**config.mk**
```make
export PLATFORM = sky130hd
export DESIGN_NAME = asg_out
export DESIGN_NICKNAME = d
export VERILOG_FILES = /design/src/asg_cfg_pkg.sv /design/src/asg_bus_pkg.sv /design/src/asg_out.sv
export SDC_FILE = /design/constraint.sdc
export NUM_CORES = 1
export LEC_CHECK = 0
export BUFFER_PORTS_ARGS = -buffer_cell sky130_fd_sc_hd__buf_2
export CORE_UTILIZATION = 34
export DETAILED_ROUTE_END_ITERATION = 12
export HOLD_SLACK_MARGIN = 0.06
export PLACE_DENSITY_LB_ADDON = 0.08
export SLEW_MARGIN = 20
export SYNTH_ARGS = -nofsm -noshare
export SYNTH_HDL_FRONTEND = slang
export SYNTH_SLANG_ARGS = --single-unit
```
**constraint.sdc**
```tcl
create_clock -name sto -period 4.1 [get_ports sto]
set_clock_uncertainty 0.15 [all_clocks]
set_input_delay 0.615 -clock sto [delete_from_list [all_inputs] [get_ports sto]]
set_output_delay 0.615 -clock sto [all_outputs]
set_load 0.01 [all_outputs]
```
**src/asg_cfg_pkg.sv**
```systemverilog
package asg_cfg_pkg;

  ////////////////////////////////////////////////////////////
  // generator widths
  ////////////////////////////////////////////////////////////

  // trigger inputs
  localparam int TN  = 4;
  // pointer magnitude and fraction, table holds 2**CWM entries
  localparam int CWM = 8;
  localparam int CWF = 8;
  localparam int PW  = CWM + CWF;
  // dac sample
  localparam int DW  = 14;
  // register index width inside the register region
  localparam int RAW = 4;

  typedef logic [DW-1:0] sample_t;

  // channel configuration
  typedef struct packed {
    logic [TN-1:0] trg_msk;
    logic [PW-1:0] siz;
    logic [PW-1:0] stp;
    logic [PW-1:0] off;
    logic          ben;
    logic          inf;
    logic [CWM-1:0] bdl;
    logic [31:0]   bln;
    logic [15:0]   bnm;
  } asg_cfg_t;

  ////////////////////////////////////////////////////////////
  // register word offsets
  ////////////////////////////////////////////////////////////

  localparam logic [RAW-1:0] REG_TRG = 4'd0;
  localparam logic [RAW-1:0] REG_SIZ = 4'd1;
  localparam logic [RAW-1:0] REG_STP = 4'd2;
  localparam logic [RAW-1:0] REG_OFF = 4'd3;
  // bit 0 burst enable, bit 1 infinite
  localparam logic [RAW-1:0] REG_BCT = 4'd4;
  localparam logic [RAW-1:0] REG_BDL = 4'd5;
  localparam logic [RAW-1:0] REG_BLN = 4'd6;
  localparam logic [RAW-1:0] REG_BNM = 4'd7;
  // bit 0 software stop
  localparam logic [RAW-1:0] REG_CTL = 4'd8;

endpackage
```
**src/asg_bus_pkg.sv**
```systemverilog
package asg_bus_pkg;

  ////////////////////////////////////////////////////////////
  // cpu register bus
  ////////////////////////////////////////////////////////////

  // word address, top bit selects the table region
  localparam int AW = 16;

  typedef struct packed {
    logic          wen;
    logic          ren;
    logic [AW-1:0] addr;
    logic [31:0]   wdata;
  } bus_req_t;

  // ack one cycle after the request, rdata valid with ack
  typedef struct packed {
    logic        ack;
    logic [31:0] rdata;
  } bus_rsp_t;

  ////////////////////////////////////////////////////////////
  // sample stream toward the dac
  ////////////////////////////////////////////////////////////

  typedef struct packed {
    logic                  vld;
    asg_cfg_pkg::sample_t  dat;
    // first beat of a sequence
    logic                  trg;
  } stream_t;

  // credits held by the sink, and the counter width for them
  localparam int CREDITS = 4;
  localparam int CRW     = $clog2(CREDITS + 1);

endpackage

```
**src/asg_out.sv**
```systemverilog
`timescale 1ns/1ps

module asg_out
  import asg_cfg_pkg::*, asg_bus_pkg::*;
(
  input  logic     sto,
  input  logic     ctl_rst,
  input  sample_t  rd_dat,
  input  logic     beat_dat_en,
  input  logic     beat_idle_en,
  input  logic     seq_trg,
  // credit return from the sink
  input  logic     crd_ret,
  output logic     go,
  output stream_t  sto_str
);

  logic           ld;
  logic           vld_q;
  logic           trg_q;
  // last data sample, also what idle beats carry
  sample_t        dat_q;
  logic [CRW-1:0] crd_q;

  // a beat enters the output register
  assign ld = beat_dat_en | beat_idle_en;

  ////////////////////////////////////////////////////////////
  // beat register
  ////////////////////////////////////////////////////////////

  always_ff @(posedge sto) begin
    if (ctl_rst) begin
      vld_q <= 1'b0;
      trg_q <= 1'b0;
    end else begin
      vld_q <= ld;
      trg_q <= seq_trg;
    end
  end

  // idle beats leave dat_q as it is
  always_ff @(posedge sto) begin
    if (beat_dat_en) begin
      dat_q <= rd_dat;
    end
  end

  assign sto_str.vld = vld_q;
  assign sto_str.dat = dat_q;
  assign sto_str.trg = trg_q;

  ////////////////////////////////////////////////////////////
  // credits
  ////////////////////////////////////////////////////////////

  // credit taken on load, returned by the sink pulse
  always_ff @(posedge sto) begin
    if (ctl_rst) begin
      crd_q <= CRW'(CREDITS);
    end else begin
      crd_q <= crd_q - CRW'(ld) + CRW'(crd_ret);
    end
  end

  // a loading beat still holds its credit this cycle
  assign go = crd_q > CRW'(ld);

  a_crd_max: assert property (@(posedge sto) disable iff (ctl_rst)
    crd_q <= CRW'(CREDITS));

  // sequencer only ticks against a free credit
  a_vld_crd: assert property (@(posedge sto) disable iff (ctl_rst)
    vld_q |-> ($past(crd_q) != '0));

endmodule

```
Yosys cells after proc, flatten, opt, wreduce, memory -nomap -nowiden
Cells that the tools add are included. W data, S select, Z words.

Register bits after elaboration: 19. Input port bits: 20. Output and inout bits: 17. Word-level logic and storage cells: 8.

Add/subtract/negate cells: 2. Magnitude comparators: 1. Bitwise logic cells: 1.

Operators by type and width (count): $add A3 B1 Y3 (1); $gt A3 B1 Y1 (1); $sub A3 B1 Y3 (1); $or A1 B1 Y1 (1).

Logic depth before layout (Yosys ltp)
Depth in word-level cells: 3. Depth in mapped cells: 8. Gate-level depth less buffers: 8.

Worst setup path after synthesis
No wires, ideal clock.

Kind: input -> output. Start point: input beat_idle_en. End point: output go. Arrival time: 1425 ps. Required time: 3335 ps. Setup slack: 1910 ps. Stages: 4. Buffers on the path: 0. Cells stage by stage: or2_4 -> ha_1 -> nand2b_1 -> a32oi_1.

Cells in the longest elaborated chain, start to end: 2.

Ends and longest elaborated chain: from (decl) (line asg_out.sv:10) `input logic beat_idle_en,`; $or A1 B1 Y1 (line asg_out.sv:26) `assign ld = beat_dat_en | beat_idle_en;`; $gt A3 B1 Y1 (line asg_out.sv:67) `assign go = crd_q > CRW'(ld);`; to (decl) (line asg_out.sv:14) `output logic go,`.

No other way between the ends.

Worst setup path after layout
Start point: input beat_dat_en. End point: output go.

Cells in the longest elaborated chain, start to end: 2.

Ends and longest elaborated chain: from (decl) (line asg_out.sv:9) `input logic beat_dat_en,`; $or A1 B1 Y1 (line asg_out.sv:26); net ld (line asg_out.sv:18) `logic ld;`; $gt A3 B1 Y1 (line asg_out.sv:67).

The timed path passes the listed nets, and every way through them passes these cells.

==> summary.txt <==
Multi-input gate area in the final layout - 139 sq um
Post-synthesis cell count - 40
Filler cell count in the final layout - 188
H-tree Lvls - 1
Avg Cell Area, Syn - 17.3 sq um
Number of buffers on the longest clock path - 2
Number of cells after detailed placement - 99
Post-Place Setup Slack - 1.60 ns
Final period demand of the worst path - 2.50 ns
Area delta synth->final - 32.1%
Worst ir drop on vdd - 0.259 mV
Share of final-layout standard cells stronger than drive strength 1 - 52.6%
Worst Setup Start Kind - input port
Register area share after synthesis - 75.1%
Post-CTS clock slew at the launch and capture registers of the worst setup and hold paths - 0.10 ns
Total iterations of the first detailed-routing run - 1
Transition time at the pin with the least slew margin - 0.305 ns
Crit path max fanout - 15
Switching fraction of total power - 24.5%
Slack of the worst reg-to-reg path - 2.38 ns
GRT Residual Overflow - 0
# Max-Cap Violations - 0
Result of the run - completed
Critical path start-end classification - in2out
Vias - 397
Core outline area - 1820 sq um
IO Count - 37
Sequential Area - 520 sq um
Required time of the worst setup path - 3.34 ns
Combinational share of power - 21.4%
Overall die area - 2220 sq um
Horizontal extent of the die - 47.2 um
Number of endpoints failing setup at the final stage - 0
Switching power total - 0.100 mW
Total power density per cell area - 448 nW/um^2
Unique masters post-synth - 13
Post-layout net count - 104
Antenna violations before repair - 0
Hold Fails Final Rpt - 0
Aggregate negative setup slack - 0 ns
Final wirelength - 919 um
Max Fclk - 0.400 GHz
Largest net degree at the start of global routing - 16
CTS tree - built
Tcrit/Tclk final - 60.9%
Power share of the clock group - 21.4%
Share of total power in sequential cells - 57.2%
Slew headroom - 79.7%
Worst path arrival time - 1.73 ns
CTS Hold Bufs - 0
Total leakage power - 0.420 nW
Endpoint type of the worst setup path - primary output
Internal power - 0.310 mW
Antenna diode count - 0
Detailed-route vias per instance - 3.85
Post-Syn Nets - 65
Routed wire length per instance - 8.92 um
Layout Utilization - 50.3%
Post-Layout Cell Count - 103
Sum of net half-perimeters after detailed placement - 758 um
Number of clock sinks - 19
Postcts setup bufs - 0
Site row count - 15
TritonCTS buffer count - 3
Violation count after the first detailed-routing iteration - 0
Clock latency on the worst-skew pair - 0.28 ns
Initial Util - 38.1%
Yosys warning total - 0
DRC Markers - 0
Global Route Usage Sum - 9.28%
Number of instances resized during post-cts repair - 0
Number of synthesized register bits - 19
DRT antenna net count - 0
Number of buffers inserted by port buffering - 36
RD Place Congestion - 0.662
Die Height - 47.2 um
Synth Cell Area - 693 sq um
Worst min path class - in2reg
Pins Over Slew Limit - 0
Unrepaired setup endpoints after global routing - false
Vias in the first global route - 347
Global-route wire length before repair - 1410 um
Post-route setup slack - 1.60 ns
Root buffer selected by CTS - clkbuf_4
registers in the layout (all words and copies together), names as in the netlist:
register and flops:
crd_q 3, dat_q 14, trg_q 1, vld_q 1
logic make-up after synthesis:
group | count (synthesis) | synth area share (%)
xor gates and xnor gates | 1 | 1.26
AOI/OAI and AO/OA | 1 | 1.26
buffers and inverters | 7 | 4.87
DFF | 19 | 75.1
adders and majority gates | 5 | 10.1
and+or+nand+nor | 7 | 7.40
cells in the final DEF, fill, tap and decap left out, types with 2 or more instances in the layout:
cell type	netlist	final
buf_2	0	36
clkbuf_4	0	3
dfxtp_1	5	5
edfxtp_1	14	14
ha_1	4	4
inv_1	5	5
nand2b_1	2	2
nor2b_1	2	2
cells in the mapped netlist (all sizes together):
master / n / area [sq um]
a32oi: 1 / 8.76
or2: 1 / 8.76
nor2: 1 / 3.75
nor2b: 3 / 26.3
buf: 2 / 15.0
inv: 5 / 18.8
dfxtp: 5 / 100
fa: 1 / 20.0
ha: 4 / 50.1
nand2b: 2 / 12.5
xnor2: 1 / 8.76
edfxtp: 14 / 420
critical path, cell delays in order:
cell and delay, ns:
buf_2 0.20, or2_4 0.27, ha_1 0.21, nand2b_1 0.14
a32oi_1 0.14, buf_2 0.16
power by group through the flow:
stage          Clock [mW]  Sequential (mW)  Combinational [mW]
4_1_cts            0.0924            0.235              0.0900
5_1_grt             0.102            0.237               0.104
6_report           0.0876            0.235              0.0877
3_3_place_gp            0            0.240              0.0892
2_1_floorplan           0            0.246              0.0490
3_5_place_dp            0            0.239              0.0895
path summary, 6_finish.rpt:
kind               start  endpoint  cells after the start
max          beat_dat_en        go                      6
min            rd_dat[5]  dat_q[5]                      1
max reg2reg     crd_q[0]  crd_q[2]                      8
min reg2reg     crd_q[1]  crd_q[1]                      2
final cells by class:
cell class	instances	area share, %
tap	25	3.42
timing repair buffer	36	19.7
clock buffer	4	2.87
sequential	19	56.8
multi-input combinational	14	15.2
inverter	5	2.05
layer usage:
layer / vias to the layer above / wire length (um) / track usage (%)
met5: - / 0 / 0
met4: 0 / 0 / 1.71
met3: 0 / 103 / 5.38
met2: 22 / 409 / 14.4
met1: 167 / 406 / 11.4
li1: 208 / - / -
per-stage QoR:
| step | total power [mW] | hold slack (ns) | cell area [sq um] |
|---|---|---|---|
| final | 0.410 | 0.350 | 916 |
| after global routing | 0.443 | 0.323 | 916 |
| after CTS | 0.417 | 0.342 | 916 |
| after detailed placement | 0.329 | 0.464 | 890 |
| after global placement | 0.329 | 0.474 | 890 |
| after floorplan | 0.295 | 0.429 | 693 |
(Power assumes the default switching activity.)
