## src/asg_cfg_pkg.sv

```systemverilog
package asg_cfg_pkg;

  ////////////////////////////////////////////////////////////
  // generator widths
  ////////////////////////////////////////////////////////////

  // trigger inputs
  localparam int TN  = 4;
  // pointer magnitude and fraction, table holds 2**CWM entries
  localparam int CWM = 8;
  localparam int CWF = 8;
  localparam int PW  = CWM + CWF;
  // dac sample
  localparam int DW  = 14;
  // register index width inside the register region
  localparam int RAW = 4;

  typedef logic [DW-1:0] sample_t;

  // channel configuration
  typedef struct packed {
    logic [TN-1:0] trg_msk;
    logic [PW-1:0] siz;
    logic [PW-1:0] stp;
    logic [PW-1:0] off;
    logic          ben;
    logic          inf;
    logic [CWM-1:0] bdl;
    logic [31:0]   bln;
    logic [15:0]   bnm;
  } asg_cfg_t;

  ////////////////////////////////////////////////////////////
  // register word offsets
  ////////////////////////////////////////////////////////////

  localparam logic [RAW-1:0] REG_TRG = 4'd0;
  localparam logic [RAW-1:0] REG_SIZ = 4'd1;
  localparam logic [RAW-1:0] REG_STP = 4'd2;
  localparam logic [RAW-1:0] REG_OFF = 4'd3;
  // bit 0 burst enable, bit 1 infinite
  localparam logic [RAW-1:0] REG_BCT = 4'd4;
  localparam logic [RAW-1:0] REG_BDL = 4'd5;
  localparam logic [RAW-1:0] REG_BLN = 4'd6;
  localparam logic [RAW-1:0] REG_BNM = 4'd7;
  // bit 0 software stop
  localparam logic [RAW-1:0] REG_CTL = 4'd8;

endpackage
```

## src/asg_bus_pkg.sv

```systemverilog
package asg_bus_pkg;

  ////////////////////////////////////////////////////////////
  // cpu register bus
  ////////////////////////////////////////////////////////////

  // word address, top bit selects the table region
  localparam int AW = 16;

  typedef struct packed {
    logic          wen;
    logic          ren;
    logic [AW-1:0] addr;
    logic [31:0]   wdata;
  } bus_req_t;

  // ack one cycle after the request, rdata valid with ack
  typedef struct packed {
    logic        ack;
    logic [31:0] rdata;
  } bus_rsp_t;

  ////////////////////////////////////////////////////////////
  // sample stream toward the dac
  ////////////////////////////////////////////////////////////

  typedef struct packed {
    logic                  vld;
    asg_cfg_pkg::sample_t  dat;
    // first beat of a sequence
    logic                  trg;
  } stream_t;

  // credits held by the sink, and the counter width for them
  localparam int CREDITS = 4;
  localparam int CRW     = $clog2(CREDITS + 1);

endpackage

```

## src/asg_regs.sv

```systemverilog
`timescale 1ns/1ps

module asg_regs
  import asg_cfg_pkg::*, asg_bus_pkg::*;
(
  input  logic            sto,
  input  logic            ctl_rst,
  // cpu bus
  input  bus_req_t        bus_req,
  output bus_rsp_t        bus_rsp,
  // configuration toward the sequencer
  output asg_cfg_t        cfg,
  output logic            clr,
  // table access
  output logic            tbl_we,
  output logic            tbl_re,
  output logic [CWM-1:0]  tbl_addr,
  output sample_t         tbl_wdat,
  input  sample_t         tbl_rdat
);

  // region decode
  logic           tbl_sel;
  logic           reg_we;
  logic           reg_re;
  logic [RAW-1:0] idx;
  // read path
  logic [31:0]    reg_mux;
  logic [31:0]    rdat_q;
  logic           tbl_sel_q;
  logic           ack_q;

  assign tbl_sel = bus_req.addr[AW-1];
  assign idx     = bus_req.addr[RAW-1:0];
  assign reg_we  = bus_req.wen & ~tbl_sel;
  assign reg_re  = bus_req.ren & ~tbl_sel;

  ////////////////////////////////////////////////////////////
  // table region, forwarded as is
  ////////////////////////////////////////////////////////////

  assign tbl_we   = bus_req.wen & tbl_sel;
  assign tbl_re   = bus_req.ren & tbl_sel;
  assign tbl_addr = bus_req.addr[CWM-1:0];
  assign tbl_wdat = bus_req.wdata[DW-1:0];

  ////////////////////////////////////////////////////////////
  // configuration registers
  ////////////////////////////////////////////////////////////

  always_ff @(posedge sto) begin
    if (ctl_rst) begin
      cfg   <= '0;
      clr   <= 1'b0;
      ack_q <= 1'b0;
    end else begin
      // every request is acked next cycle
      ack_q <= bus_req.wen | bus_req.ren;
      // stop pulse, one cycle only
      clr   <= reg_we & (idx == REG_CTL) & bus_req.wdata[0];
      if (reg_we) begin
        case (idx)
          REG_TRG: cfg.trg_msk <= bus_req.wdata[TN-1:0];
          REG_SIZ: cfg.siz     <= bus_req.wdata[PW-1:0];
          REG_STP: cfg.stp     <= bus_req.wdata[PW-1:0];
          REG_OFF: cfg.off     <= bus_req.wdata[PW-1:0];
          REG_BCT: begin
            cfg.ben <= bus_req.wdata[0];
            cfg.inf <= bus_req.wdata[1];
          end
          REG_BDL: cfg.bdl     <= bus_req.wdata[CWM-1:0];
          REG_BLN: cfg.bln     <= bus_req.wdata;
          REG_BNM: cfg.bnm     <= bus_req.wdata[15:0];
          default: ;
        endcase
      end
    end
  end

  ////////////////////////////////////////////////////////////
  // read-back
  ////////////////////////////////////////////////////////////

  // control word reads as zero
  always_comb begin
    case (idx)
      REG_TRG: reg_mux = 32'(cfg.trg_msk);
      REG_SIZ: reg_mux = 32'(cfg.siz);
      REG_STP: reg_mux = 32'(cfg.stp);
      REG_OFF: reg_mux = 32'(cfg.off);
      REG_BCT: reg_mux = {30'd0, cfg.inf, cfg.ben};
      REG_BDL: reg_mux = 32'(cfg.bdl);
      REG_BLN: reg_mux = cfg.bln;
      REG_BNM: reg_mux = 32'(cfg.bnm);
      default: reg_mux = '0;
    endcase
  end

  always_ff @(posedge sto) begin
    if (reg_re) begin
      rdat_q <= reg_mux;
    end
    if (bus_req.ren) begin
      tbl_sel_q <= tbl_sel;
    end
  end

  // table data is already registered inside the table
  assign bus_rsp.ack   = ack_q;
  assign bus_rsp.rdata = tbl_sel_q ? 32'(tbl_rdat) : rdat_q;

  // bus master issues one kind of request at a time
  a_bus_excl: assert property (@(posedge sto) disable iff (ctl_rst)
    !(bus_req.wen && bus_req.ren));

endmodule

```

## config.mk

```make
export PLATFORM = sky130hd
export DESIGN_NAME = asg_regs
export DESIGN_NICKNAME = d
export VERILOG_FILES = /design/src/asg_cfg_pkg.sv /design/src/asg_bus_pkg.sv /design/src/asg_regs.sv
export SDC_FILE = /design/constraint.sdc
export NUM_CORES = 1
export LEC_CHECK = 0
export BUFFER_PORTS_ARGS = -buffer_cell sky130_fd_sc_hd__clkbuf_2
export CORE_AREA = 3 3 127 117
export DETAILED_ROUTE_END_ITERATION = 12
export DIE_AREA = 0 0 130 120
export PLACE_DENSITY = 0.86
export SYNTH_ARGS = -nofsm -noshare
export SYNTH_HDL_FRONTEND = slang
export SYNTH_SLANG_ARGS = --single-unit
```

## constraint.sdc

```tcl
create_clock -name sto -period 2.7 [get_ports sto]
set_clock_uncertainty 0.05 [all_clocks]
set_input_delay 0.405 -clock sto [delete_from_list [all_inputs] [get_ports sto]]
set_output_delay 0.405 -clock sto [all_outputs]
set_load 0.02 [all_outputs]
```

[Yosys cells after proc, flatten, opt, wreduce, memory -nomap -nowiden]
Cells that the tools add are included.
Word-level totals
  input port bits: 66
  register bits after elaboration: 145
  word-level logic and storage cells: 40
Cells by class
  reduce and logical (&&, ||, !) cells: 9
  bitwise gates (word level): 8
  muxes and demuxes: 2
  equality and inequality tests: 8
Operator list (count)
  $pmux 32 s8: 1
  $mux 32: 1
  $eq 4x3->1 const B: 4
  $reduce_and 2->1: 8
  $eq 4x2->1 const B: 2
  $and 1x1->1: 6
  $eq 4x1->1 const B: 1
  $eq 4x4->1 const B: 1
  $logic_not 4->1: 1
  $not 1->1: 1
  $or 1x1->1: 1

[Longest topological paths before layout]
  word-level depth: 4
  mapped depth: 8

[Least setup slack after synthesis]
No wires, ideal clock.
  kind: input -> register
  start point: in bus_req[47] (netlist bit)
  end point: reg rdat_q[0], enable pin
  stages: 1
  path buffers: 0
  required time: 2225 ps
  arrival time: 1857 ps
  library setup time: 425 ps
  slack: 367 ps
  cells stage by stage: nor2b_1
Between the ends
  longest elaborated chain between the ends: 2
RTL lines
  start, declared: line asg_regs.sv:9  | input bus_req_t bus_req,
  $not 1->1: line asg_regs.sv:36  | assign reg_re = bus_req.ren & ~tbl_sel;
  $and 1x1->1: line asg_regs.sv:36
  end signal, assigned: line asg_regs.sv:101  | rdat_q <= reg_mux;
  end, declared: line asg_regs.sv:29  | logic [31:0] rdat_q;
Every way passes these cells.
A chain may end at the register's enable or synchronous reset.

==> qor.txt <==
Outcome: finished clean
Worst Setup SP: tbl_sel_q
Global Route Usage Sum: 0.252
Via-to-Cell Ratio: 5.41
P_leak: 3.22 nW
Reg2reg setup slack: 1130 ps
N_diodes: 0
Synth unique cells: 46
Core ar.: 13800 µm²
TNS Setup: 0 ps
Die X: 130 µm
Die Height: 120 µm
Largest net degree at the start of global routing: 54
Synth area leaders: dfxtp_1 35%, edfxtp_1 15%, nand2_1 12%, a21oi_1 7.2%, buf_4 3.7%
Synth-to-layout area growth: 25.3%
Layout cells sized above 1: 0.363
Final period util: 0.774
Period minus WS final: 2090 ps
Worst-margin pin slew: 647 ps
CTS Sinks: 145
Hold Crit Start: bus_req[29]
#FFs+latches synth: 145
Number of flops mapped to enable cells by yosys: 33
Place WS: 442 ps
Root Buffer: clkbuf_16
I/O pin count: 234
H-tree levels: 4
Worst-Skew Late Latency: 420 ps
Die area: 15600 µm²
Post-CTS Hold Buffers: 0
Slew margin rel.: 0.568
Via count: 5906
RR Endpoint: rdat_q[7]
Fin. Hold Viols: 0
Top cells by count, synth: 215 x nand2_1, 112 x dfxtp_1, 94 x a21oi_1
Synthesis Warnings: 0
R2r worst-path depth: 3
CP endpoint kind: output port
DRT Pass-1 Iters: 7
Worst setup margin: 609 ps
DP HPWL: 14000 µm
Reg2reg start: cfg[7]
Count leader, synth: nand2_1
Vias in the first global route: 5624
Iteration-0 DRC Markers: 456
Mapped Avg Cell Area: 8.99 µm²
Placer Congestion: 0.860
# rows: 41
Worst VDD drop: 391 µV
Cell taking the most area after synthesis: dfxtp_1
RSZ-0062 raised after global routing: false
Port-buffer cells: 218
Cell Pwr Density: 610 nW/µm²
CP required: 2250 ps
Initial antenna violation count: 1
Nets: 972
FFs w/ async S/R, synth: 0
Num CTS Buffers: 17
FMAX: 478 MHz
Worst min-delay path class: primary input to register
Arrival @ worst endpoint: 1640 ps
Final Max Slew Viols: 0
Critical path endpoint: bus_rsp[7]
Starting Density: 0.470
Seq/Total Area, Yosys: 0.498
CTS max path bufs: 2
Cells after Synth: 722
WL/cell: 18.2 µm
Setup bufs post-CTS: 0
Clock-pin slew on the worst setup and hold paths: 60 ps
Routed Antenna Nets: 0
Synth Flop Type: dfxtp_1
GR Overflow Total: 0
WHS: 150 ps
DRT Wirelength: 19800 µm
Final setup vio count: 0
Worst Path Class, Setup: register to output port
Post-synthesis cell area: 6490 µm²
Crit-path max FO: 32
DRC: 0
Post-CTS Resized: 0
First-pass GRT wire length: 30200 µm
Synth Net Count: 788
Area share of the largest cell type after synthesis: 0.345
CTS tree: done
Max Cap Viol: 0
Startpoint Class: register
-- cell type report --
class / count / area, µm²
Clock buffer: 17 / 425
Clock inverter: 15 / 144
Fill cell: 1177 / 5670
Multi-Input combinational cell: 498 / 2780
Sequential cell: 145 / 3230
Tap cell: 172 / 215
Timing Repair Buffer: 244 / 1340
-- worst min path at each step --
stage                 to  cells after the start
2_1_floorplan  tbl_sel_q                      0
3_3_place_gp     cfg[36]                      2
3_5_place_dp     cfg[35]                      2
4_1_cts          cfg[34]                      3
5_1_grt          cfg[37]                      3
6_report         cfg[45]                      3
-- flip-flops by register name, indices dropped and copies added, names as in the netlist --
| name | cells |
|---|---|
| ack_q | 1 |
| cfg | 110 |
| clr | 1 |
| rdat_q | 32 |
| tbl_sel_q | 1 |
-- metal layers --
layer / up-vias / track usage / wire [µm]
li1: 2797 / - / -
met4: 2 / 0.0903 / 313
met3: 31 / 0.0663 / 1740
met2: 310 / 0.406 / 9450
met1: 2766 / 0.326 / 8290
met5: - / 0 / 12
-- placed cells by master, fill, tap and decap left out, drive strengths merged, types with 2 or more instances in the layout --
master and instances:
bufinv 2, nor2 11, nor3b 2, nand3 19
and2 22, clkinvlp 3, dfxtp 112, nand3b 3
nand2b 3, a31oi 2, mux4 3, nand2 225
mux2i 11, clkbuf 234, nor2b 23, mux2 21
edfxtp 33, buf 27, a21oi 112, clkinv 9
o221ai 8, a22oi 16
-- critical path, stage by stage, from the launching register on --
cell,delay (ps)
edfxtp_1,330
buf_4,330
mux2_2,390
clkbuf_2,160
-- power breakdown --
| group | switching (mW) | leakage [nW] | internal (mW) |
|---|---|---|---|
| Clock | 0.927 | 0.272 | 1.35 |
| Sequential | 0.0169 | 1.22 | 2.25 |
| Combinational | 0.284 | 1.74 | 0.141 |
-- through the flow --
stage | std cells | util | instance area [µm²] | power, mW
6_report | 1091 | 0.589 | 8130 | 4.96
5_1_grt | 1091 | 0.589 | 8130 | 5.11
4_1_cts | 1091 | 0.589 | 8130 | 4.99
3_5_place_dp | 1059 | 0.548 | 7560 | 2.73
3_3_place_gp | 1059 | 0.548 | 7560 | 2.73
2_1_floorplan | 722 | - | 6490 | 2.58
-- cell families (layout without fill, tap and decap cells) --
group                  count (synthesis)  count (layout)  share of synthesized area
DFF                                  145             145                      0.498
AOI/OAI and AO/OA                    147             147                      0.140
buffers and inverters                 79             276                     0.0758
and+or+nand+nor                      316             316                      0.222
muxes                                 35              35                     0.0638
Power figures use the tool's default switching activity.
