File: config.mk
export PLATFORM = sky130hd
export DESIGN_NAME = asg_seq
export DESIGN_NICKNAME = d
export VERILOG_FILES = /design/src/asg_cfg_pkg.sv /design/src/asg_seq.sv
export SDC_FILE = /design/constraint.sdc
export NUM_CORES = 1
export LEC_CHECK = 0
export BUFFER_PORTS_ARGS = -buffer_cell sky130_fd_sc_hd__clkbuf_2
export CAP_MARGIN = 10
export CORE_ASPECT_RATIO = 0.7
export CORE_MARGIN = 4
export CORE_UTILIZATION = 45
export DETAILED_ROUTE_END_ITERATION = 12
export GPL_TIMING_DRIVEN = 0
export PLACE_DENSITY = 0.69
export SLEW_MARGIN = 30
export SYNTH_ARGS = -nofsm -noshare
export SYNTH_HDL_FRONTEND = slang
export SYNTH_SLANG_ARGS = --single-unit
File: constraint.sdc
create_clock -name sto -period 4 [get_ports sto]
set_input_delay 0.4 -clock sto [delete_from_list [all_inputs] [get_ports sto]]
set_output_delay 0.4 -clock sto [all_outputs]
set_load 0.005 [all_outputs]
File: src/asg_cfg_pkg.sv
package asg_cfg_pkg;

  ////////////////////////////////////////////////////////////
  // generator widths
  ////////////////////////////////////////////////////////////

  // trigger inputs
  localparam int TN  = 4;
  // pointer magnitude and fraction, table holds 2**CWM entries
  localparam int CWM = 8;
  localparam int CWF = 8;
  localparam int PW  = CWM + CWF;
  // dac sample
  localparam int DW  = 14;
  // register index width inside the register region
  localparam int RAW = 4;

  typedef logic [DW-1:0] sample_t;

  // channel configuration
  typedef struct packed {
    logic [TN-1:0] trg_msk;
    logic [PW-1:0] siz;
    logic [PW-1:0] stp;
    logic [PW-1:0] off;
    logic          ben;
    logic          inf;
    logic [CWM-1:0] bdl;
    logic [31:0]   bln;
    logic [15:0]   bnm;
  } asg_cfg_t;

  ////////////////////////////////////////////////////////////
  // register word offsets
  ////////////////////////////////////////////////////////////

  localparam logic [RAW-1:0] REG_TRG = 4'd0;
  localparam logic [RAW-1:0] REG_SIZ = 4'd1;
  localparam logic [RAW-1:0] REG_STP = 4'd2;
  localparam logic [RAW-1:0] REG_OFF = 4'd3;
  // bit 0 burst enable, bit 1 infinite
  localparam logic [RAW-1:0] REG_BCT = 4'd4;
  localparam logic [RAW-1:0] REG_BDL = 4'd5;
  localparam logic [RAW-1:0] REG_BLN = 4'd6;
  localparam logic [RAW-1:0] REG_BNM = 4'd7;
  // bit 0 software stop
  localparam logic [RAW-1:0] REG_CTL = 4'd8;

endpackage
File: src/asg_seq.sv
`timescale 1ns/1ps

module asg_seq
  import asg_cfg_pkg::*;
(
  input  logic            sto,
  input  logic            ctl_rst,
  input  logic            clr,
  input  asg_cfg_t        cfg,
  input  logic [TN-1:0]   trg_i,
  // output stage can take one more tick
  input  logic            go,
  // table read
  output logic            rd_en,
  output logic [CWM-1:0]  rd_addr,
  // ticks toward the output stage, aligned with table data
  output logic            beat_dat_en,
  output logic            beat_idle_en,
  output logic            seq_trg,
  // events
  output logic            trg_o,
  output logic            irq_trg,
  output logic            irq_stp
);

  // state
  logic          run_q;
  logic          first_q;
  logic [PW-1:0] ptr_q;
  logic [31:0]   cnt_q;
  logic [15:0]   rpt_q;
  // trigger
  logic          trg;
  logic          acc;
  // tick decode
  logic          tick;
  logic          dat_ph;
  logic          per_end;
  logic          seq_end;
  // pointer step
  logic [PW:0]   ptr_add;
  logic [PW:0]   ptr_lim;
  logic [PW-1:0] ptr_nxt;

  ////////////////////////////////////////////////////////////
  // trigger
  ////////////////////////////////////////////////////////////

  assign trg = |(trg_i & cfg.trg_msk);
  // ignored while running, stop wins over start
  assign acc = trg & ~run_q & ~clr;

  assign irq_trg = acc;

  ////////////////////////////////////////////////////////////
  // tick decode
  ////////////////////////////////////////////////////////////

  // nothing moves while go is low
  assign tick = run_q & go & ~clr;

  // burst period splits into data ticks then idle ticks
  assign dat_ph  = ~cfg.ben | (cnt_q <= 32'(cfg.bdl));
  assign per_end = cfg.ben & (cnt_q == cfg.bln);
  // last tick of the last counted repetition
  assign seq_end = per_end & ~cfg.inf & (rpt_q == cfg.bnm);

  // modulo step over siz+1
  assign ptr_add = {1'b0, ptr_q} + {1'b0, cfg.stp} + (PW+1)'(1);
  assign ptr_lim = {1'b0, cfg.siz} + (PW+1)'(1);
  assign ptr_nxt = (ptr_add >= ptr_lim) ? PW'(ptr_add - ptr_lim) : ptr_add[PW-1:0];

  assign rd_en   = tick & dat_ph;
  assign rd_addr = ptr_q[PW-1:CWF];

  ////////////////////////////////////////////////////////////
  // run state, counters and pointer
  ////////////////////////////////////////////////////////////

  always_ff @(posedge sto) begin
    if (ctl_rst || clr) begin
      run_q   <= 1'b0;
      first_q <= 1'b0;
      ptr_q   <= '0;
      cnt_q   <= '0;
      rpt_q   <= '0;
    end else if (acc) begin
      // fresh sequence from the offset
      run_q   <= 1'b1;
      first_q <= 1'b1;
      ptr_q   <= cfg.off;
      cnt_q   <= '0;
      rpt_q   <= '0;
    end else if (tick) begin
      first_q <= 1'b0;
      if (per_end) begin
        // next period restarts the pointer
        cnt_q <= '0;
        ptr_q <= cfg.off;
        if (seq_end) begin
          run_q <= 1'b0;
        end else if (!cfg.inf) begin
          rpt_q <= rpt_q + 16'd1;
        end
      end else begin
        if (cfg.ben) begin
          cnt_q <= cnt_q + 32'd1;
        end
        // idle ticks keep the pointer
        if (dat_ph) begin
          ptr_q <= ptr_nxt;
        end
      end
    end
  end

  ////////////////////////////////////////////////////////////
  // tick and event registers
  ////////////////////////////////////////////////////////////

  // one cycle behind the tick, in step with rd_dat
  always_ff @(posedge sto) begin
    if (ctl_rst || clr) begin
      beat_dat_en  <= 1'b0;
      beat_idle_en <= 1'b0;
      seq_trg      <= 1'b0;
    end else begin
      beat_dat_en  <= tick & dat_ph;
      beat_idle_en <= tick & ~dat_ph;
      seq_trg      <= tick & first_q;
    end
  end

  always_ff @(posedge sto) begin
    if (ctl_rst) begin
      trg_o   <= 1'b0;
      irq_stp <= 1'b0;
    end else begin
      trg_o   <= acc;
      irq_stp <= tick & seq_end;
    end
  end

  // the wrap keeps the read address inside the programmed table
  a_ptr_range: assert property (@(posedge sto) disable iff (ctl_rst || clr)
    run_q |-> (ptr_q[PW-1:CWF] <= cfg.siz[PW-1:CWF]));

endmodule

; Word level (Yosys, flattened, before mapping)
; Cells that the tools add are included.
; Widths: inputs -> output; s select.
[totals]
register_bits = 71
out_inout_bits = 15
elab_cells = 64
input_bits = 118
[classes]
bitwise = 19
mux = 13
eq_ne = 2
addsub = 6
magnitude_cmp = 2
n_reduce_logical = 12
[ops]
columns = operator, count
row1 = $mux 16, 5
row2 = $mux 32, 2
row3 = $add 32x1->32 const B, 1
row4 = $eq 32x32->1, 1
row5 = $le 32x8->1, 1
row6 = $add 16x1->17 const B, 1
row7 = $add 16x16->17, 1
row8 = $add 17x1->17 const B, 1
row9 = $ge 17x17->1, 1
row10 = $add 16x1->16 const B, 1
row11 = $eq 16x16->1, 1
row12 = $sub 16x16->16, 1
row13 = $and 1x1->1, 11
row14 = $reduce_bool 2->1, 4
row15 = $mux 1, 6
row16 = $not 1->1, 6
row17 = $and 4x4->4, 1
row18 = $reduce_and 2->1, 2
row19 = $reduce_and 4->1, 1
row20 = $reduce_or 4->1, 1
row21 = $reduce_and 3->1, 1
row22 = $reduce_bool 3->1, 1
row23 = $reduce_or 2->1, 1
row24 = $logic_or 1x1->1, 1
row25 = $or 1x1->1, 1

; Depth between registers and ports, before layout
[depth]
word_depth = 8
depth_mapped = 20
mapped_depth_nobuf = 19

; Worst setup path before layout
; OpenSTA, ideal clock, no wires.
[synth_timing]
path_kind = input -> register
startpoint = in cfg[74] (netlist name)
endpoint = reg ptr_q[0]
n_path_buf = 1
setup_time_ps = 86
slack_ps = -44
t_arrival_ps = 3958
cell_stages = 20
t_required_ps = 3914
path_cell_list = inv_1 > ha_1 > fa_1 > nor2b_1 > o31a_1 > o311ai_0 > a21boi_0 > o21a_1 > nor2_1 > xnor2_1 > ha_1 > and3_1 > nand2_1 > nor4_1 > nor3_1 > a21oi_1 > buf_2 > mux2i_1 > a21oi_1 > a211oi_1
[synth_via]
elab_chain_cells = 8
elab_cells_between_ends = 9
classes_between = 3 x add/sub / 1 x order compare / 5 x mux
[synth_rtl]
columns = item, line
row1 = from (decl), asg_seq.sv:9  ; input asg_cfg_t cfg,
row2 = $add 16x16->17 *, asg_seq.sv:69  ; assign ptr_add = {1'b0, ptr_q} + {1'b0, cfg.stp} + (PW+1)'(1);
row3 = $add 17x1->17 *, asg_seq.sv:69
row4 = $sub 16x16->16 / $ge 17x17->1 (equally long branches), asg_seq.sv:71  ; assign ptr_nxt = (ptr_add >= ptr_lim) ? PW'(ptr_add - ptr_lim) : ptr_add[PW-1:0];
row5 = $mux 16 *, asg_seq.sv:71
row6 = $mux 16 *, asg_seq.sv:110  ; if (dat_ph) begin
row7 = $mux 16 *, asg_seq.sv:96  ; if (per_end) begin
row8 = $mux 16 *, asg_seq.sv:94  ; end else if (tick) begin
row9 = $mux 16 *, asg_seq.sv:87  ; end else if (acc) begin
row10 = to (signal assigned), asg_seq.sv:91  ; ptr_q <= cfg.off;
row11 = to (signal assigned), asg_seq.sv:99  ; ptr_q <= cfg.off;
row12 = to (signal assigned), asg_seq.sv:111  ; ptr_q <= ptr_nxt;
row13 = to (decl), asg_seq.sv:29  ; logic [PW-1:0] ptr_q;
; Every way passes the cells marked *; elsewhere a longest branch is shown, timed or not. The select of a mux whose other input is x is not followed.
; A chain may end at the register's enable or synchronous reset.

; Worst setup path after layout
[layout_timing]
startpoint = reg ptr_q[0]
endpoint = reg ptr_q[0]
[layout_via]
elab_chain_cells = 8
elab_cells_between_ends = 9
classes_between = 3 x add/sub / 1 x order compare / 5 x mux
[layout_rtl]
columns = item, line
row1 = $add 16x16->17 *, asg_seq.sv:69
row2 = $add 17x1->17 *, asg_seq.sv:69
row3 = $sub 16x16->16 / $ge 17x17->1 (equally long branches), asg_seq.sv:71
row4 = $mux 16 *, asg_seq.sv:71
row5 = $mux 16 *, asg_seq.sv:110
row6 = $mux 16 *, asg_seq.sv:96
row7 = $mux 16 *, asg_seq.sv:94
row8 = $mux 16 *, asg_seq.sv:87
; Marked as above.

==> out/qor.yml <==
yosys:
  yosys.area_share.simple_pct: 24.6
  synth_compound_area_share_pct: 14.8
  synth_xor_area_share_pct: 19.2
  synthArstFlopShare_pct: 0
  yosysWarnings: 0
  ys_seq_area_share_pct: 24.7
  synth_flop_cell: "dfxtp_1"
  synth_cells: 718
  ys_seq_elements: 71
  synth_area_per_cell_sq_um: 8.01
  synth-edff-count: 0
  syn_area_sq_um: 5750
  synth_fa_ha_area_share_pct: 10.3
  synthMuxAreaShare_pct: 2.09
  synth_nets: 882
  synth_top_family_by_area: "simple AND/OR/NAND/NOR gates"
  synth_cell_types: 58
power:
  power_density_nw_per_um2: 345
  p_leak_nw: 3.26
  ir_drop_v: 0.000265
  power_mw: 2.58
sta:
  finalClockSkew_ps: 6.66
  setup_tns_ps: -1950
  setup_viol: 16
  fin_crit_sh_pct: 105
  relSlewSlack_pct: 38.9
  max_freq_mhz: 239
  fin_crit_ps: 4190
  postLayoutSetupSlackWorst_ps: -186
  rsz0062_at_grt: "true"
  slew_viol_final: 0
  hold_viol_final: 0
  max_slew.worst_pin.slew_ps: 909
cts:
  htreeDepth: 3
  path_clk_slew_ps: 60
  cts_buffers: 9
  cts_tree: "built"
  clk_latency_ps: 330
  cts_sinks: 71
  clock-root-buffer: "clkbuf_16"
  cts_buffer_depth: 2
outcome:
  violations: "setup timing"
  outcome: "finished, violations left"
setup_path:
  cp-end-kind: "flip-flop"
  cp.required_ps: 4240
  startpoint_type: "flip-flop"
  crit_fanout: 5
  critPathKind: "flip-flop to flip-flop"
  crit_arrival_ps: 4420
  reg2reg_depth: 20
drt:
  wl_per_cell_um: 16.2
  routed-via-count: 5725
  drc: 0
  ant_nets: 0
  initialDrtViolationCount: 533
  routed_via_density: 5.44
  drtPass1Iterations: 5
  totalWireLength_um: 17100
floorplanning:
  core-area_sq_um: 12500
  start_util_pct: 46.1
  rows: 34
  die_y_um: 103
  die-area_sq_um: 14700
  io_pins: 133
  die_x_um: 143
flow_run:
  cap_violations: 0
place:
  io_buffers: 131
  hpwl_um: 13100
  place_congestion: 0.873
cells_and_area:
  fillCellCount: 1170
  layout_common_cells: "clkbuf_2, nor2_1, xor2_1, dfxtp_1, nand2_1"
  drive_gt1_share_pct: 26.6
  fin_nets: 1049
  n_antenna_cell: 0
  area_delta_synth_final_pct: 30.0
  final_common_cell: "clkbuf_2"
worst_hold_path:
  whs_path_depth: 2
  hold_class: "input port to flip-flop"
global_route:
  first_global_vias: 5194
  grt_pass1_wl_um: 26000
  grt-ovfl-total: 0
  grt_max_degree: 14
  antenna_found_initial: 0
  track_usage_pct: 22.3
## stage by stage
step                hold WS [ps]  instance area, sq um  utilization, %  worst slack, ps  cells
floorplan                    416                  5750               -             11.8    718
global placement             423                  6610            53.0            -1110   1011
detailed placement           430                  6610            53.0            -1140   1011
CTS                          266                  7180            57.6             -145   1040
global route                 265                  7470            60.0             -363   1052
finish                       277                  7470            60.0             -186   1052
## final cells by class
cell class                      instances  area, sq um  share of cell area [%]
Multi-Input combinational cell        596         4350                    58.2
Sequential cell                        71         1420                    19.0
Timing Repair Buffer                  157          891                    11.9
Clock buffer                            9          225                    3.01
Tap cell                              162          203                    2.71
Buffer                                 28          178                    2.38
Clock inverter                          7          121                    1.62
Inverter                               22         82.6                    1.10
## power by group
group          internal (mW)  switching [mW]  total (mW)
clock network          0.611           0.305       0.916
registers              0.719          0.0100       0.729
logic                  0.459           0.475       0.934
## cell families after synthesis
logic type,count (synthesis)
compound gates,132
buf+inv,51
simple gates,280
fa+ha+maj,46
flops,71
xor+xnor,126
mux,12
## registers in the layout, summed over array words and instances, names as in the netlist
name	count
beat_dat_en	1
beat_idle_en	1
cnt_q	32
first_q	1
irq_stp	1
ptr_q	16
rpt_q	16
run_q	1
seq_trg	1
trg_o	1
## layer usage
layer	global-route usage, %	up-vias	part of all wire, %
met2	32.5	146	42
met1	33.4	2686	50
met5	0	-	0
met3	6.17	16	6.5
met4	3.29	0	0.76
li1	-	2877	-
## timing repair
action                     4_1_cts  5_1_grt
gates cloned                     2        0
pin swaps                       21       19
gates resized for setup         33       42
setup buffers                   11       13
hold buffers                     0        0
setup endpoints to repair       16       16
hold endpoints to repair         0        0
## Yosys cell counts, types with 3 or more instances
| cell | number | area, sq um |
|---|---|---|
| nor2_1 | 81 | 304 |
| nor2b_1 | 10 | 62.6 |
| nand4_1 | 23 | 144 |
| buf_6 | 3 | 33.8 |
| xor2_1 | 75 | 657 |
| a21o_1 | 17 | 128 |
| and2_1 | 3 | 18.8 |
| o211ai_1 | 6 | 45.0 |
| mux2i_1 | 12 | 120 |
| nand3_1 | 32 | 160 |
| and4_1 | 4 | 35.0 |
| o21a_1 | 9 | 67.6 |
| nor3_1 | 14 | 70.1 |
| inv_1 | 22 | 82.6 |
| xnor2_1 | 51 | 447 |
| or3_1 | 10 | 62.6 |
| ha_1 | 44 | 551 |
| and3_1 | 14 | 87.6 |
| a211o_1 | 7 | 61.3 |
| buf_4 | 8 | 60.1 |
| clkbuf_1 | 14 | 52.6 |
| dfxtp_1 | 71 | 1420 |
| o21ai_0 | 23 | 115 |
| nand2_1 | 57 | 214 |
| buf_2 | 4 | 20.0 |
| a211oi_1 | 4 | 30.0 |
| a21oi_1 | 40 | 200 |
| a21boi_0 | 3 | 22.5 |
| nor4_1 | 16 | 100 |
| nor3b_1 | 3 | 22.5 |
## worst max-delay path, cell delays in order (launching register included)
cell,delay [ps]
dfxtp_2,310
inv_2,70
ha_4,140
fa_2,210
nor2b_2,60
o31a_1,360
o311ai_4,280
a21boi_2,130
buf_4,160
a221o_1,360
xor2_2,180
ha_4,300
nand4_1,150
nor4_4,330
nor3_2,80
a21oi_2,160
buf_6,140
buf_12,130
mux2i_2,210
a21oi_1,100
a211oi_1,220
## path summary, 6_finish.rpt
check	start	endpoint	slack (ps)
worst max-delay path	ptr_q[0]	ptr_q[0]	-190
worst min-delay path	ctl_rst	irq_stp	280
worst max register to register	ptr_q[0]	ptr_q[0]	-190
worst min register to register	first_q	seq_trg	440
(Power assumes the default switching activity.)
